**src/common/cpuPkg.sv**
```systemverilog
package cpuPkg;

  typedef logic [31:0] word_t;   // data, address or instruction
  typedef logic [4:0]  regIdx_t;

  localparam word_t   HALT_WORD = 32'hffff_ffff;
  localparam word_t   RESET_PC  = 32'h0000_0000;
  localparam regIdx_t REG_RA    = 5'd31; // link register for JAL

  typedef enum logic [5:0] {
    OP_RTYPE = 6'h00,
    OP_J     = 6'h02,
    OP_JAL   = 6'h03,
    OP_BEQ   = 6'h04,
    OP_BNE   = 6'h05,
    OP_ADDIU = 6'h09,
    OP_ORI   = 6'h0d,
    OP_LUI   = 6'h0f,
    OP_LW    = 6'h23,
    OP_SW    = 6'h2b,
    OP_HALT  = 6'h3f
  } opcode_t;

  typedef enum logic [5:0] {
    FN_SLL  = 6'h00,
    FN_JR   = 6'h08,
    FN_ADDU = 6'h21,
    FN_SUBU = 6'h23,
    FN_AND  = 6'h24,
    FN_OR   = 6'h25,
    FN_XOR  = 6'h26,
    FN_SLT  = 6'h2a
  } funct_t;

  typedef enum logic [3:0] {
    ALU_ADD, ALU_SUB, ALU_AND, ALU_OR, ALU_XOR, ALU_SLT, ALU_SLL, ALU_LUI
  } aluOp_t;

  typedef struct packed {
    logic   regDst;   // rd instead of rt
    logic   aluSrc;   // immediate as operand B
    logic   shiftSel; // shamt as operand B
    logic   zeroExt;
    logic   memToReg;
    logic   dRen;
    logic   dWen;
    logic   regWen;
    logic   branch;
    logic   bne;
    logic   jmp;
    logic   jl;
    logic   jmpReg;
    logic   lui;
    logic   halt;
    aluOp_t aluOp;
  } ctrl_t;

  // one latch layout shared by all four stages
  typedef struct packed {
    logic  valid;
    ctrl_t ctrl;
    word_t instr;
    word_t pcPlus4;
    word_t rdat1;
    word_t rdat2;
    word_t aluRes;
    word_t loadData;
  } pipeReg_t;

  typedef struct packed {
    logic  ren;
    logic  wen;
    word_t addr;
    word_t wdata;
  } memReq_t;

  typedef enum logic [1:0] {GRANT_IDLE, GRANT_INSTR, GRANT_DATA} busGrant_t;

endpackage

```
**src/datapath/alu.sv**
```systemverilog
`timescale 1ns/1ps

module alu (
  input  cpuPkg::word_t  portA,
  input  cpuPkg::word_t  portB,
  input  cpuPkg::aluOp_t op,
  output cpuPkg::word_t  result,
  output logic           zero
);
  import cpuPkg::*;

  always_comb begin
    case (op)
      ALU_ADD: result = portA + portB;
      ALU_SUB: result = portA - portB;
      ALU_AND: result = portA & portB;
      ALU_OR:  result = portA | portB;
      ALU_XOR: result = portA ^ portB;
      ALU_SLT: result = {31'd0, $signed(portA) < $signed(portB)};
      ALU_SLL: result = portA << portB[4:0]; // shamt only
      ALU_LUI: result = {portB[15:0], 16'h0000};
      default: result = '0;
    endcase
  end

  assign zero = (result == '0);

endmodule

```
**src/datapath/registerFile.sv**
```systemverilog
`timescale 1ns/1ps

module registerFile (
  input  logic            CLK,
  input  logic            nRST,
  input  logic            wen,
  input  cpuPkg::regIdx_t wsel,
  input  cpuPkg::regIdx_t rsel1,
  input  cpuPkg::regIdx_t rsel2,
  input  cpuPkg::word_t   wdat,
  output cpuPkg::word_t   rdat1,
  output cpuPkg::word_t   rdat2
);
  import cpuPkg::*;

  word_t regs [32];

  // falling edge write, readers see it before the next rising edge
  always_ff @(negedge CLK or negedge nRST) begin
    if (!nRST) begin
      for (int i = 0; i < 32; i++)
        regs[i] <= '0;
    end else if (wen && (wsel != '0)) begin
      regs[wsel] <= wdat;
    end
  end

  assign rdat1 = regs[rsel1]; // r0 never written, stays zero
  assign rdat2 = regs[rsel2];

endmodule

```
**src/datapath/controlUnit.sv**
```systemverilog
`timescale 1ns/1ps

module controlUnit (
  input  cpuPkg::word_t instr,
  output cpuPkg::ctrl_t ctrl
);
  import cpuPkg::*;

  opcode_t opcode;
  funct_t  funct;

  assign opcode = opcode_t'(instr[31:26]);
  assign funct  = funct_t'(instr[5:0]);

  always_comb begin
    ctrl       = '0; // nop unless decoded below
    ctrl.aluOp = ALU_ADD;
    case (opcode)
      OP_RTYPE: begin
        ctrl.regDst = 1'b1;
        ctrl.regWen = 1'b1;
        case (funct)
          FN_ADDU: ctrl.aluOp = ALU_ADD;
          FN_SUBU: ctrl.aluOp = ALU_SUB;
          FN_AND:  ctrl.aluOp = ALU_AND;
          FN_OR:   ctrl.aluOp = ALU_OR;
          FN_XOR:  ctrl.aluOp = ALU_XOR;
          FN_SLT:  ctrl.aluOp = ALU_SLT;
          FN_SLL: begin
            ctrl.shiftSel = 1'b1;
            ctrl.aluOp    = ALU_SLL;
          end
          FN_JR: begin
            ctrl.regWen = 1'b0;
            ctrl.jmpReg = 1'b1;
          end
          default: begin
            ctrl.regDst = 1'b0;
            ctrl.regWen = 1'b0;
          end
        endcase
      end
      OP_ADDIU: begin
        ctrl.aluSrc = 1'b1;
        ctrl.regWen = 1'b1;
      end
      OP_ORI: begin
        ctrl.aluSrc  = 1'b1;
        ctrl.zeroExt = 1'b1;
        ctrl.regWen  = 1'b1;
        ctrl.aluOp   = ALU_OR;
      end
      OP_LUI: begin
        ctrl.aluSrc = 1'b1;
        ctrl.lui    = 1'b1;
        ctrl.regWen = 1'b1;
        ctrl.aluOp  = ALU_LUI;
      end
      OP_LW: begin
        ctrl.aluSrc   = 1'b1;
        ctrl.dRen     = 1'b1;
        ctrl.memToReg = 1'b1;
        ctrl.regWen   = 1'b1;
      end
      OP_SW: begin
        ctrl.aluSrc = 1'b1;
        ctrl.dWen   = 1'b1;
      end
      OP_BEQ, OP_BNE: begin
        ctrl.branch = 1'b1;
        ctrl.bne    = (opcode == OP_BNE);
        ctrl.aluOp  = ALU_SUB; // compare through the zero flag
      end
      OP_J:    ctrl.jmp = 1'b1;
      OP_JAL: begin
        ctrl.jmp    = 1'b1;
        ctrl.jl     = 1'b1;
        ctrl.regWen = 1'b1;
      end
      OP_HALT: ctrl.halt = (instr == HALT_WORD);
      default: ;
    endcase
  end

endmodule

```
**src/datapath/datapath.sv**
```systemverilog
`timescale 1ns/1ps

module datapath (
  input  logic            CLK,
  input  logic            nRST,
  output cpuPkg::memReq_t iReq,
  output cpuPkg::memReq_t dReq,
  input  cpuPkg::word_t   rdata,
  input  logic            ihit,
  input  logic            dhit,
  output logic            halt
);
  import cpuPkg::*;

  word_t    pc, pcPlus4, target;
  word_t    fetchBuf, loadBuf;
  logic     iDone, dDone;       // access finished, waiting for the advance
  logic     memAccess, advance, taken;
  pipeReg_t ifid, idex, exmem, memwb;
  pipeReg_t ifidNext, idexNext, exmemNext, memwbNext;
  ctrl_t    decCtrl;
  word_t    rdat1, rdat2;
  word_t    extImm, aluA, aluB, aluRes;
  logic     aluZero;
  logic     wbWen;
  regIdx_t  wsel;
  word_t    wdat;

  controlUnit ctrlDec (.instr(ifid.instr), .ctrl(decCtrl));

  registerFile regs (
    .CLK   (CLK),
    .nRST  (nRST),
    .wen   (wbWen),
    .wsel  (wsel),
    .rsel1 (ifid.instr[25:21]),
    .rsel2 (ifid.instr[20:16]),
    .wdat  (wdat),
    .rdat1 (rdat1),
    .rdat2 (rdat2)
  );

  alu aluUnit (
    .portA  (aluA),
    .portB  (aluB),
    .op     (idex.ctrl.aluOp),
    .result (aluRes),
    .zero   (aluZero)
  );

  assign pcPlus4   = pc + 32'd4;
  assign memAccess = exmem.valid & (exmem.ctrl.dRen | exmem.ctrl.dWen);
  // whole pipe moves only once fetch and any data access are both done
  assign advance   = ~halt & (ihit | iDone) & (~memAccess | dhit | dDone);

  always_comb begin
    iReq      = '0;
    iReq.ren  = ~halt & ~iDone; // fetch only, never writes
    iReq.addr = pc;
  end

  always_comb begin
    dReq       = '0;
    dReq.ren   = memAccess & exmem.ctrl.dRen & ~dDone & ~halt;
    dReq.wen   = memAccess & exmem.ctrl.dWen & ~dDone & ~halt;
    dReq.addr  = exmem.aluRes;
    dReq.wdata = exmem.rdat2;
  end

  // execute operands
  assign extImm = idex.ctrl.zeroExt ? {16'h0000, idex.instr[15:0]}
                                    : {{16{idex.instr[15]}}, idex.instr[15:0]};
  assign aluA   = idex.ctrl.shiftSel ? idex.rdat2 : idex.rdat1; // SLL shifts rt

  always_comb begin
    if (idex.ctrl.shiftSel)
      aluB = {27'd0, idex.instr[10:6]};
    else if (idex.ctrl.aluSrc)
      aluB = extImm;
    else
      aluB = idex.rdat2;
  end

  // branch and jump resolution
  always_comb begin
    taken  = 1'b0;
    target = idex.pcPlus4;
    if (idex.valid) begin
      if (idex.ctrl.jmpReg) begin
        taken  = 1'b1;
        target = idex.rdat1;
      end else if (idex.ctrl.jmp) begin
        taken  = 1'b1;
        target = {idex.pcPlus4[31:28], idex.instr[25:0], 2'b00};
      end else if (idex.ctrl.branch && (aluZero != idex.ctrl.bne)) begin
        taken  = 1'b1;
        target = idex.pcPlus4 + {extImm[29:0], 2'b00};
      end
    end
  end

  always_comb begin
    ifidNext         = '0;
    ifidNext.valid   = ~taken;
    ifidNext.instr   = ihit ? rdata : fetchBuf;
    ifidNext.pcPlus4 = pcPlus4;

    idexNext       = ifid;
    idexNext.valid = ifid.valid & ~taken; // squash the slot behind the branch
    idexNext.ctrl  = decCtrl;
    idexNext.rdat1 = rdat1;
    idexNext.rdat2 = rdat2;

    exmemNext        = idex;
    exmemNext.aluRes = aluRes;

    memwbNext          = exmem;
    memwbNext.loadData = dhit ? rdata : loadBuf;
  end

  // write-back, inputs are latched so a repeat while frozen is harmless
  assign wbWen = memwb.valid & memwb.ctrl.regWen;

  always_comb begin
    if (memwb.ctrl.jl)
      wsel = REG_RA;
    else if (memwb.ctrl.regDst)
      wsel = memwb.instr[15:11];
    else
      wsel = memwb.instr[20:16];
  end

  always_comb begin
    if (memwb.ctrl.lui)
      wdat = {memwb.instr[15:0], 16'h0000};
    else if (memwb.ctrl.jl)
      wdat = memwb.pcPlus4;
    else if (memwb.ctrl.memToReg)
      wdat = memwb.loadData;
    else
      wdat = memwb.aluRes;
  end

  always_ff @(posedge CLK or negedge nRST) begin
    if (!nRST) begin
      pc    <= RESET_PC;
      ifid  <= '0;
      idex  <= '0;
      exmem <= '0;
      memwb <= '0;
      iDone <= 1'b0;
      dDone <= 1'b0;
      halt  <= 1'b0;
    end else if (advance) begin
      pc    <= taken ? target : pcPlus4;
      ifid  <= ifidNext;
      idex  <= idexNext;
      exmem <= exmemNext;
      memwb <= memwbNext;
      iDone <= 1'b0;
      dDone <= 1'b0;
      if (exmem.valid && exmem.ctrl.halt)
        halt <= 1'b1; // halt word entering write-back
    end else begin
      if (ihit)
        iDone <= 1'b1;
      if (dhit)
        dDone <= 1'b1;
    end
  end

  // rdata is shared, grab each word at its own hit
  always_ff @(posedge CLK) begin
    if (ihit)
      fetchBuf <= rdata;
    if (dhit)
      loadBuf <= rdata;
  end

endmodule

```
**src/design/memArbiter.sv**
```systemverilog
`timescale 1ns/1ps

module memArbiter (
  input  logic            CLK,
  input  logic            nRST,
  input  cpuPkg::memReq_t iReq,
  input  cpuPkg::memReq_t dReq,
  output cpuPkg::memReq_t memBus,
  input  logic            memReady,
  output logic            ihit,
  output logic            dhit
);
  import cpuPkg::*;

  busGrant_t grant, grantNext;
  logic      iWants, dWants;

  assign iWants = iReq.ren | iReq.wen;
  assign dWants = dReq.ren | dReq.wen;

  always_comb begin
    grantNext = grant;
    case (grant)
      GRANT_IDLE: begin
        if (dWants)
          grantNext = GRANT_DATA; // memory stage is older
        else if (iWants)
          grantNext = GRANT_INSTR;
      end
      GRANT_INSTR, GRANT_DATA: begin
        if (memReady)
          grantNext = GRANT_IDLE; // one idle cycle between grants
      end
      default: grantNext = GRANT_IDLE;
    endcase
  end

  always_ff @(posedge CLK or negedge nRST) begin
    if (!nRST)
      grant <= GRANT_IDLE;
    else
      grant <= grantNext;
  end

  always_comb begin
    case (grant)
      GRANT_INSTR: memBus = iReq;
      GRANT_DATA:  memBus = dReq;
      default:     memBus = '0;
    endcase
  end

  assign ihit = memReady & (grant == GRANT_INSTR);
  assign dhit = memReady & (grant == GRANT_DATA);

endmodule

```
**src/design/cpuTop.sv**
```systemverilog
`timescale 1ns/1ps

module cpuTop (
  input  logic            CLK,
  input  logic            nRST,
  output cpuPkg::memReq_t memBus,
  input  cpuPkg::word_t   memRdata,
  input  logic            memReady,
  output logic            halt
);
  import cpuPkg::*;

  memReq_t iReq, dReq;
  logic    ihit, dhit;

  datapath dp (
    .CLK   (CLK),
    .nRST  (nRST),
    .iReq  (iReq),
    .dReq  (dReq),
    .rdata (memRdata), // read data goes straight to both ports
    .ihit  (ihit),
    .dhit  (dhit),
    .halt  (halt)
  );

  memArbiter arb (
    .CLK      (CLK),
    .nRST     (nRST),
    .iReq     (iReq),
    .dReq     (dReq),
    .memBus   (memBus),
    .memReady (memReady),
    .ihit     (ihit),
    .dhit     (dhit)
  );

endmodule

```
**config.mk**
```make
export PLATFORM = sky130hd
export DESIGN_NAME = cpuTop
export DESIGN_NICKNAME = d
export VERILOG_FILES = /design/src/common/cpuPkg.sv /design/src/datapath/alu.sv /design/src/datapath/registerFile.sv /design/src/datapath/controlUnit.sv /design/src/datapath/datapath.sv /design/src/design/memArbiter.sv /design/src/design/cpuTop.sv
export SDC_FILE = /design/constraint.sdc
export NUM_CORES = 2
export LEC_CHECK = 0
export ABC_AREA = 1
export BUFFER_PORTS_ARGS = -buffer_cell sky130_fd_sc_hd__buf_4
export CAP_MARGIN = 15
export CORE_MARGIN = 1
export CORE_UTILIZATION = 25
export CTS_BUF_LIST = sky130_fd_sc_hd__clkbuf_2 sky130_fd_sc_hd__clkbuf_4 sky130_fd_sc_hd__clkbuf_8
export CTS_CLUSTER_SIZE = 14
export DETAILED_ROUTE_END_ITERATION = 16
export PLACE_DENSITY_LB_ADDON = 0.15
export SLEW_MARGIN = 15
export SYNTH_ARGS = -nofsm -noshare
export SYNTH_HDL_FRONTEND = slang
export SYNTH_HIERARCHICAL = 1
export SYNTH_SLANG_ARGS = --single-unit
```
**constraint.sdc**
```tcl
create_clock -name CLK -period 5.9 [get_ports CLK]
set_clock_uncertainty 0.15 [all_clocks]
set_input_delay 0 -clock CLK [delete_from_list [all_inputs] [get_ports CLK]]
set_output_delay 0 -clock CLK [all_outputs]
set_load 0.1 [all_outputs]
```
Word-level counts from Yosys, hierarchy flattened
Cells that the tools add are included.
Storage, ports and cells
  output and inout bits: 67
  register bits after elaboration: 1581
  bits of input ports: 35
Operators by class
  equality and inequality tests: 30
  bitwise gates (word level): 30
  muxes and demuxes: 58
  $lt $le $gt $ge: 5
  shifts and indexed selects: 1
  add/sub/neg operators: 4
  reduce and logical (&&, ||, !) cells: 21
Operators with widths (number)
  $bwmux W1024: 1
  $mux W32: 19
  $bmux W32 S5: 2
  $pmux W32 S8: 1
  $demux W32 S5: 1
  $pmux W66 S2: 1
  $add A32 B32 Y32: 2
  $eq A6 B6 Y1 const B: 9
  $add A32 B3 Y32 const B: 1
  $and A32 B32 Y32: 1
  $eq A32 B32 Y1 const B: 1
  $logic_not A32 Y1: 1
  $lt A32 B32 Y1: 1
  $or A32 B32 Y32: 1
  $shl A32 B5 Y32: 1
  $sub A32 B32 Y32: 1
  $xor A32 B32 Y32: 1
  $eq A6 B4 Y1 const B: 4
  $mux W1: 22
  $ge A6 B6 Y1 const B: 3
  $not A5 Y6: 3
  $pmux W3 S6: 1
  $eq A4 B3 Y1 const B: 4
  $pmux W4 S4: 1
  28 further kinds: 66

Depth between registers and ports, before layout
  depth in word-level cells: 14
  mapped depth: 39
  gate-level depth less buffers: 36

By module
Netlist, hierarchy kept.
Modules (own cells, without submodules)
  registerFile: instances 1, cells an instance 8270, area an instance 56045.0 um^2
  datapath: instances 1, cells an instance 3312, area an instance 26266.4 um^2
  alu: instances 1, cells an instance 1805, area an instance 8653.3 um^2
  memArbiter: instances 1, cells an instance 247, area an instance 1123.6 um^2
  controlUnit: instances 1, cells an instance 99, area an instance 500.5 um^2

==> results.txt <==
----------------------------------------------------
[Global route]
  Number of antenna violations at the first check in global routing ... 20
  Global-route usage over all layers ... 0.234
  Maximum number of pins on one net before global-route repair ... between 150 and 200
  First-pass GRT wire length ... between 600000 and 700000 microns
  Global route overflow ... 0
  Vias in the first global route ... between 80000 and 90000

[STA]
  Worst Hold Margin ... 0.116 ns
  Setup-violating endpoint count in the final report ... 0
  Unrepaired setup endpoints after global routing ... false
  Number of endpoints with negative hold slack in the final report ... 0
  Slew @ Worst Pin ... 1.10 ns
  Max-slew violation count ... 0
  Tightest slew margin relative to the limit ... 0.269

[Worst setup path]
  Origin of the worst setup path ... dp/memwb[206]$_DFFE_PN0P_
  Worst path required time ... around 3.5 ns
  Startpoint of the lowest-slack register-to-register path ... dp/memwb[206]$_DFFE_PN0P_
  Total buffers and inverters traversed by the critical path ... 5
  Crit path kind ... flip-flop to flip-flop
  Highest cell delay on the worst timing path ... 0.55 ns
  Gate family responsible for the most delay along the worst path ... buffers and inverters
  Sequence of cells on the critical path ... inv_1 -> buf_4 -> nand2_1 -> o21ai_0 -> o21ai_0 -> inv_1 -> inv_1 -> buf_4 -> o21ai_0
  Crit. End Element ... flip-flop
  Critical-path top delay cell ... sky130_fd_sc_hd__o21ai_0
  Worst endpoint data arrival time ... roughly 3.3 ns
  Minimum setup slack among reg-to-reg paths ... between 0.15 and 0.2 ns
  CP startpoint kind ... flip-flop
  Maximum fanout along the worst path ... 31

[Finish]
  Fraction of layout cells with a size suffix above 1 ... 0.0930
  Reg area ... between 30000 and 40000 sq um
  Filler-free cell count of the finished design ... ~19000
  FILL cells ... about 40000
  Utilization after layout ... 0.291
  Area used by multi-input combinational logic ... 46300 sq um
  Area added between synthesis and finish ... 16.0%
  Final layout net count ... ~14000

[Pwr]
  Combinational Power Share ... 0.524
  NetSw ... 31.0 mW
  Flop pwr share ... 0.267
  Static leakage ... 49.5 nW
  Switching part of the total ... 0.526
  Internal Power ... 28.0 mW
  Share of total power in the clock network ... 0.209
  Peak VDD IR ... 0.375 mV
  Pwr/cell area ... about 550 nW/um^2

[Routing]
  Post-detailed-route DRC marker count ... 0
  Count of vias placed by the detailed router ... about 90000
  DRT Wirelength ... about 450000 microns
  Average vias per placed instance ... 4.90
  Wire length per cell after detailed routing ... between 20 and 25 microns
  Number of detailed-routing iterations run before antenna repair ... 7
  Post-DRT Antenna Nets ... 0
  DRC marker count from the first detailed-route iteration ... slightly below 9000

[Placed design]
  Dpl cells ... ~18000
  Placer congestion estimate ... roughly 0.93
  Port buffer count ... approximately 100
  DP Wirelength ... ~290000 microns

[Logic synthesis]
  Flop and latch count out of synthesis ... 1581
  Post-synth top area share ... 0.277
  Area of the mapped netlist ... just over 90000 sq um
  Number of synthesized flops with an enable pin ... 0
  Async set-or-reset flop fraction in the synthesized netlist ... 0.960
  Sequential-to-total area share from yosys stat ... 0.424
  Post-synthesis cell count ... ~14000
  Top post-synthesis cells by area ... sky130_fd_sc_hd__dfrtn_1 28%, sky130_fd_sc_hd__nand2_1 23%, sky130_fd_sc_hd__dfrtp_1 13%, sky130_fd_sc_hd__nand3_1 10%, sky130_fd_sc_hd__o21ai_0 7.4%
  Synth warn ... 6
  Number of different library cells in the post-synthesis netlist ... 57
  Dominant cell type by area after synthesis ... sky130_fd_sc_hd__dfrtn_1
  Primary FF master, synth ... sky130_fd_sc_hd__dfrtn_1
  Synthesized area per cell ... 6.74 sq um

[Floorplan]
  Initial standard-cell utilization of the core ... 0.251
  Chip width ... between 600 and 700 microns
  Floorplan core area ... between 300000 and 400000 sq um
  Standard-cell row count ... 223
  DIE AREA ... between 300000 and 400000 sq um
  Vertical die dimension ... ~610 microns
  Ports ... around 100

[Clocking]
  Clock tree from TritonCTS ... done
  TritonCTS Sinks ... ~1600
  Total number of H-tree levels ... 5
  CTS clock-pin slew for the worst setup and hold paths ... 0.06 ns
  CTS Buf Count ... about 320
  Maximum clock insertion buffer count ... 4
  Clock insertion delay at the later pin of the skew report ... 1.12 ns
  CTS Root Cell ... sky130_fd_sc_hd__clkbuf_8

[Hold path]
  Critical hold path startpoint ... memRdata[5]
  Path type of the worst min-delay path ... primary input to flip-flop

[Status]
  Run status ... finished clean

[Job]
  Total of max-cap violations ... 0

----------------------------------------------------
[Yosys cell counts, drive strengths merged, types with 64 or more instances]
cell	instances
dfxtp	64
nor2	537
a21oi	405
clkbuf	833
ha	125
nand2	5614
nand3	1869
buf	285
inv	738
dfrtp	493
dfrtn	1024
o21ai	1413
[tightest hold or removal path, cell delays in order]
cell and delay, ns:
sky130_fd_sc_hd__dlygate4sd3_1 0.52, sky130_fd_sc_hd__buf_4 0.10, sky130_fd_sc_hd__dlygate4sd3_1 0.58, sky130_fd_sc_hd__nand2_1 0.06, sky130_fd_sc_hd__nand2_1 0.08
[routing by layer]
| metal | GRT usage | wire length, microns |
|---|---|---|
| met5 | 0 | 38 |
| met1 | 0.325 | 203000 |
| met3 | 0.0333 | 27400 |
| met2 | 0.371 | 201000 |
| met4 | 0.0795 | 16500 |
[stage by stage]
| stage | setup slack, ns | TNS, ns | power (mW) | instance area (sq um) |
|---|---|---|---|---|
| finish | 0.198 | 0 | 59.0 | 107000 |
| global placement | -0.192 | -2.12 | 46.5 | 99600 |
| global route | 0.00199 | 0 | 62.6 | 107000 |
| detailed placement | -0.191 | -1.57 | 46.3 | 99600 |
| floorplan | 0.351 | 0 | 32.8 | 92700 |
| CTS | 0.00525 | 0 | 59.0 | 107000 |
[layout by cell type, fill, tap and decap left out, types with 50 or more instances in the layout]
cell type                          n
sky130_fd_sc_hd__nand3_1        1854
sky130_fd_sc_hd__o21ai_0        1358
sky130_fd_sc_hd__dlygate4sd3_1    74
sky130_fd_sc_hd__nand2_1        5558
sky130_fd_sc_hd__buf_4           402
sky130_fd_sc_hd__clkbuf_8        388
sky130_fd_sc_hd__o21ai_1          50
sky130_fd_sc_hd__dfrtp_1         482
sky130_fd_sc_hd__a21oi_1         392
sky130_fd_sc_hd__ha_1            107
sky130_fd_sc_hd__clkbuf_4        110
sky130_fd_sc_hd__dfxtp_1          64
sky130_fd_sc_hd__nor2_1          496
sky130_fd_sc_hd__dfrtn_1        1024
sky130_fd_sc_hd__inv_1           698
sky130_fd_sc_hd__buf_12          108
[worst paths after layout]
path,endpoint,depth (start not counted)
setup / recovery,dp/regs/regs[39]$_DFFE_NN0P_,9
hold / removal,dp/loadBuf[5]$_DFF_P_,5
setup reg to reg,dp/regs/regs[39]$_DFFE_NN0P_,9
hold reg to reg,dp/regs/regs[997]$_DFFE_NN0P_,0
max in group asynchronous,dp/regs/regs[901]$_DFFE_NN0P_,4
min in group asynchronous,dp/exmemNext[95]$_DFFE_PN0P_,4
[power groups by stage]
stage	Clock (mW)	Combinational [mW]	Sequential [mW]
2_1_floorplan	0	18.4	14.4
3_3_place_gp	0	30.7	15.9
3_5_place_dp	0	30.5	15.8
4_1_cts	12.7	30.7	15.7
5_1_grt	13.1	33.5	16.0
6_report	12.3	30.9	15.7
[flip-flops by register name, indices dropped and copies added (netlist names)]
name,flops
arb/grant,2
dp/dDone,1
dp/dReq,64
dp/exmem,62
dp/exmemNext,142
dp/fetchBuf,32
dp/halt,1
dp/iDone,1
dp/idexNext,64
dp/ifid,1
dp/loadBuf,32
dp/memwb,123
dp/pc,32
dp/regs/regs,1024
[cell families (layout without fill, tap and decap cells)]
family | count (synthesis) | after routing | share of synthesized area
adder cells (fa/ha/maj) | 128 | 128 | 0.0175
flip-flops | 1581 | 1581 | 0.424
AND/OR/NAND/NOR | 8139 | 8139 | 0.361
XOR/XNOR | 37 | 37 | 0.00350
AO/OA/AOI/OAI | 1984 | 1984 | 0.111
other | 2 | 43 | 0.0000811
buffers and inverters | 1862 | 1887 | 0.0821
[repair_timing]
action | CTS | global route
endpoints found under the setup margin | 22 | 57
hold endpoints to repair | 378 | 0
pin swaps | 0 | 5
resized for setup | 2 | 60
hold buffers | 74 | 0
setup buffers | 0 | 11
gates cloned | 0 | 1
[cell type report]
class | instances | share of cell area
multi-input combinational | 10300 | 0.431
clock buffer | 498 | 0.0574
clock inverter | 55 | 0.00509
timing repair buffer | 590 | 0.0561
tap | 4950 | 0.0577
inverter | 744 | 0.0266
antenna | 9 | 0.000210
sequential | 1581 | 0.366
Power figures use the tool's default switching activity.
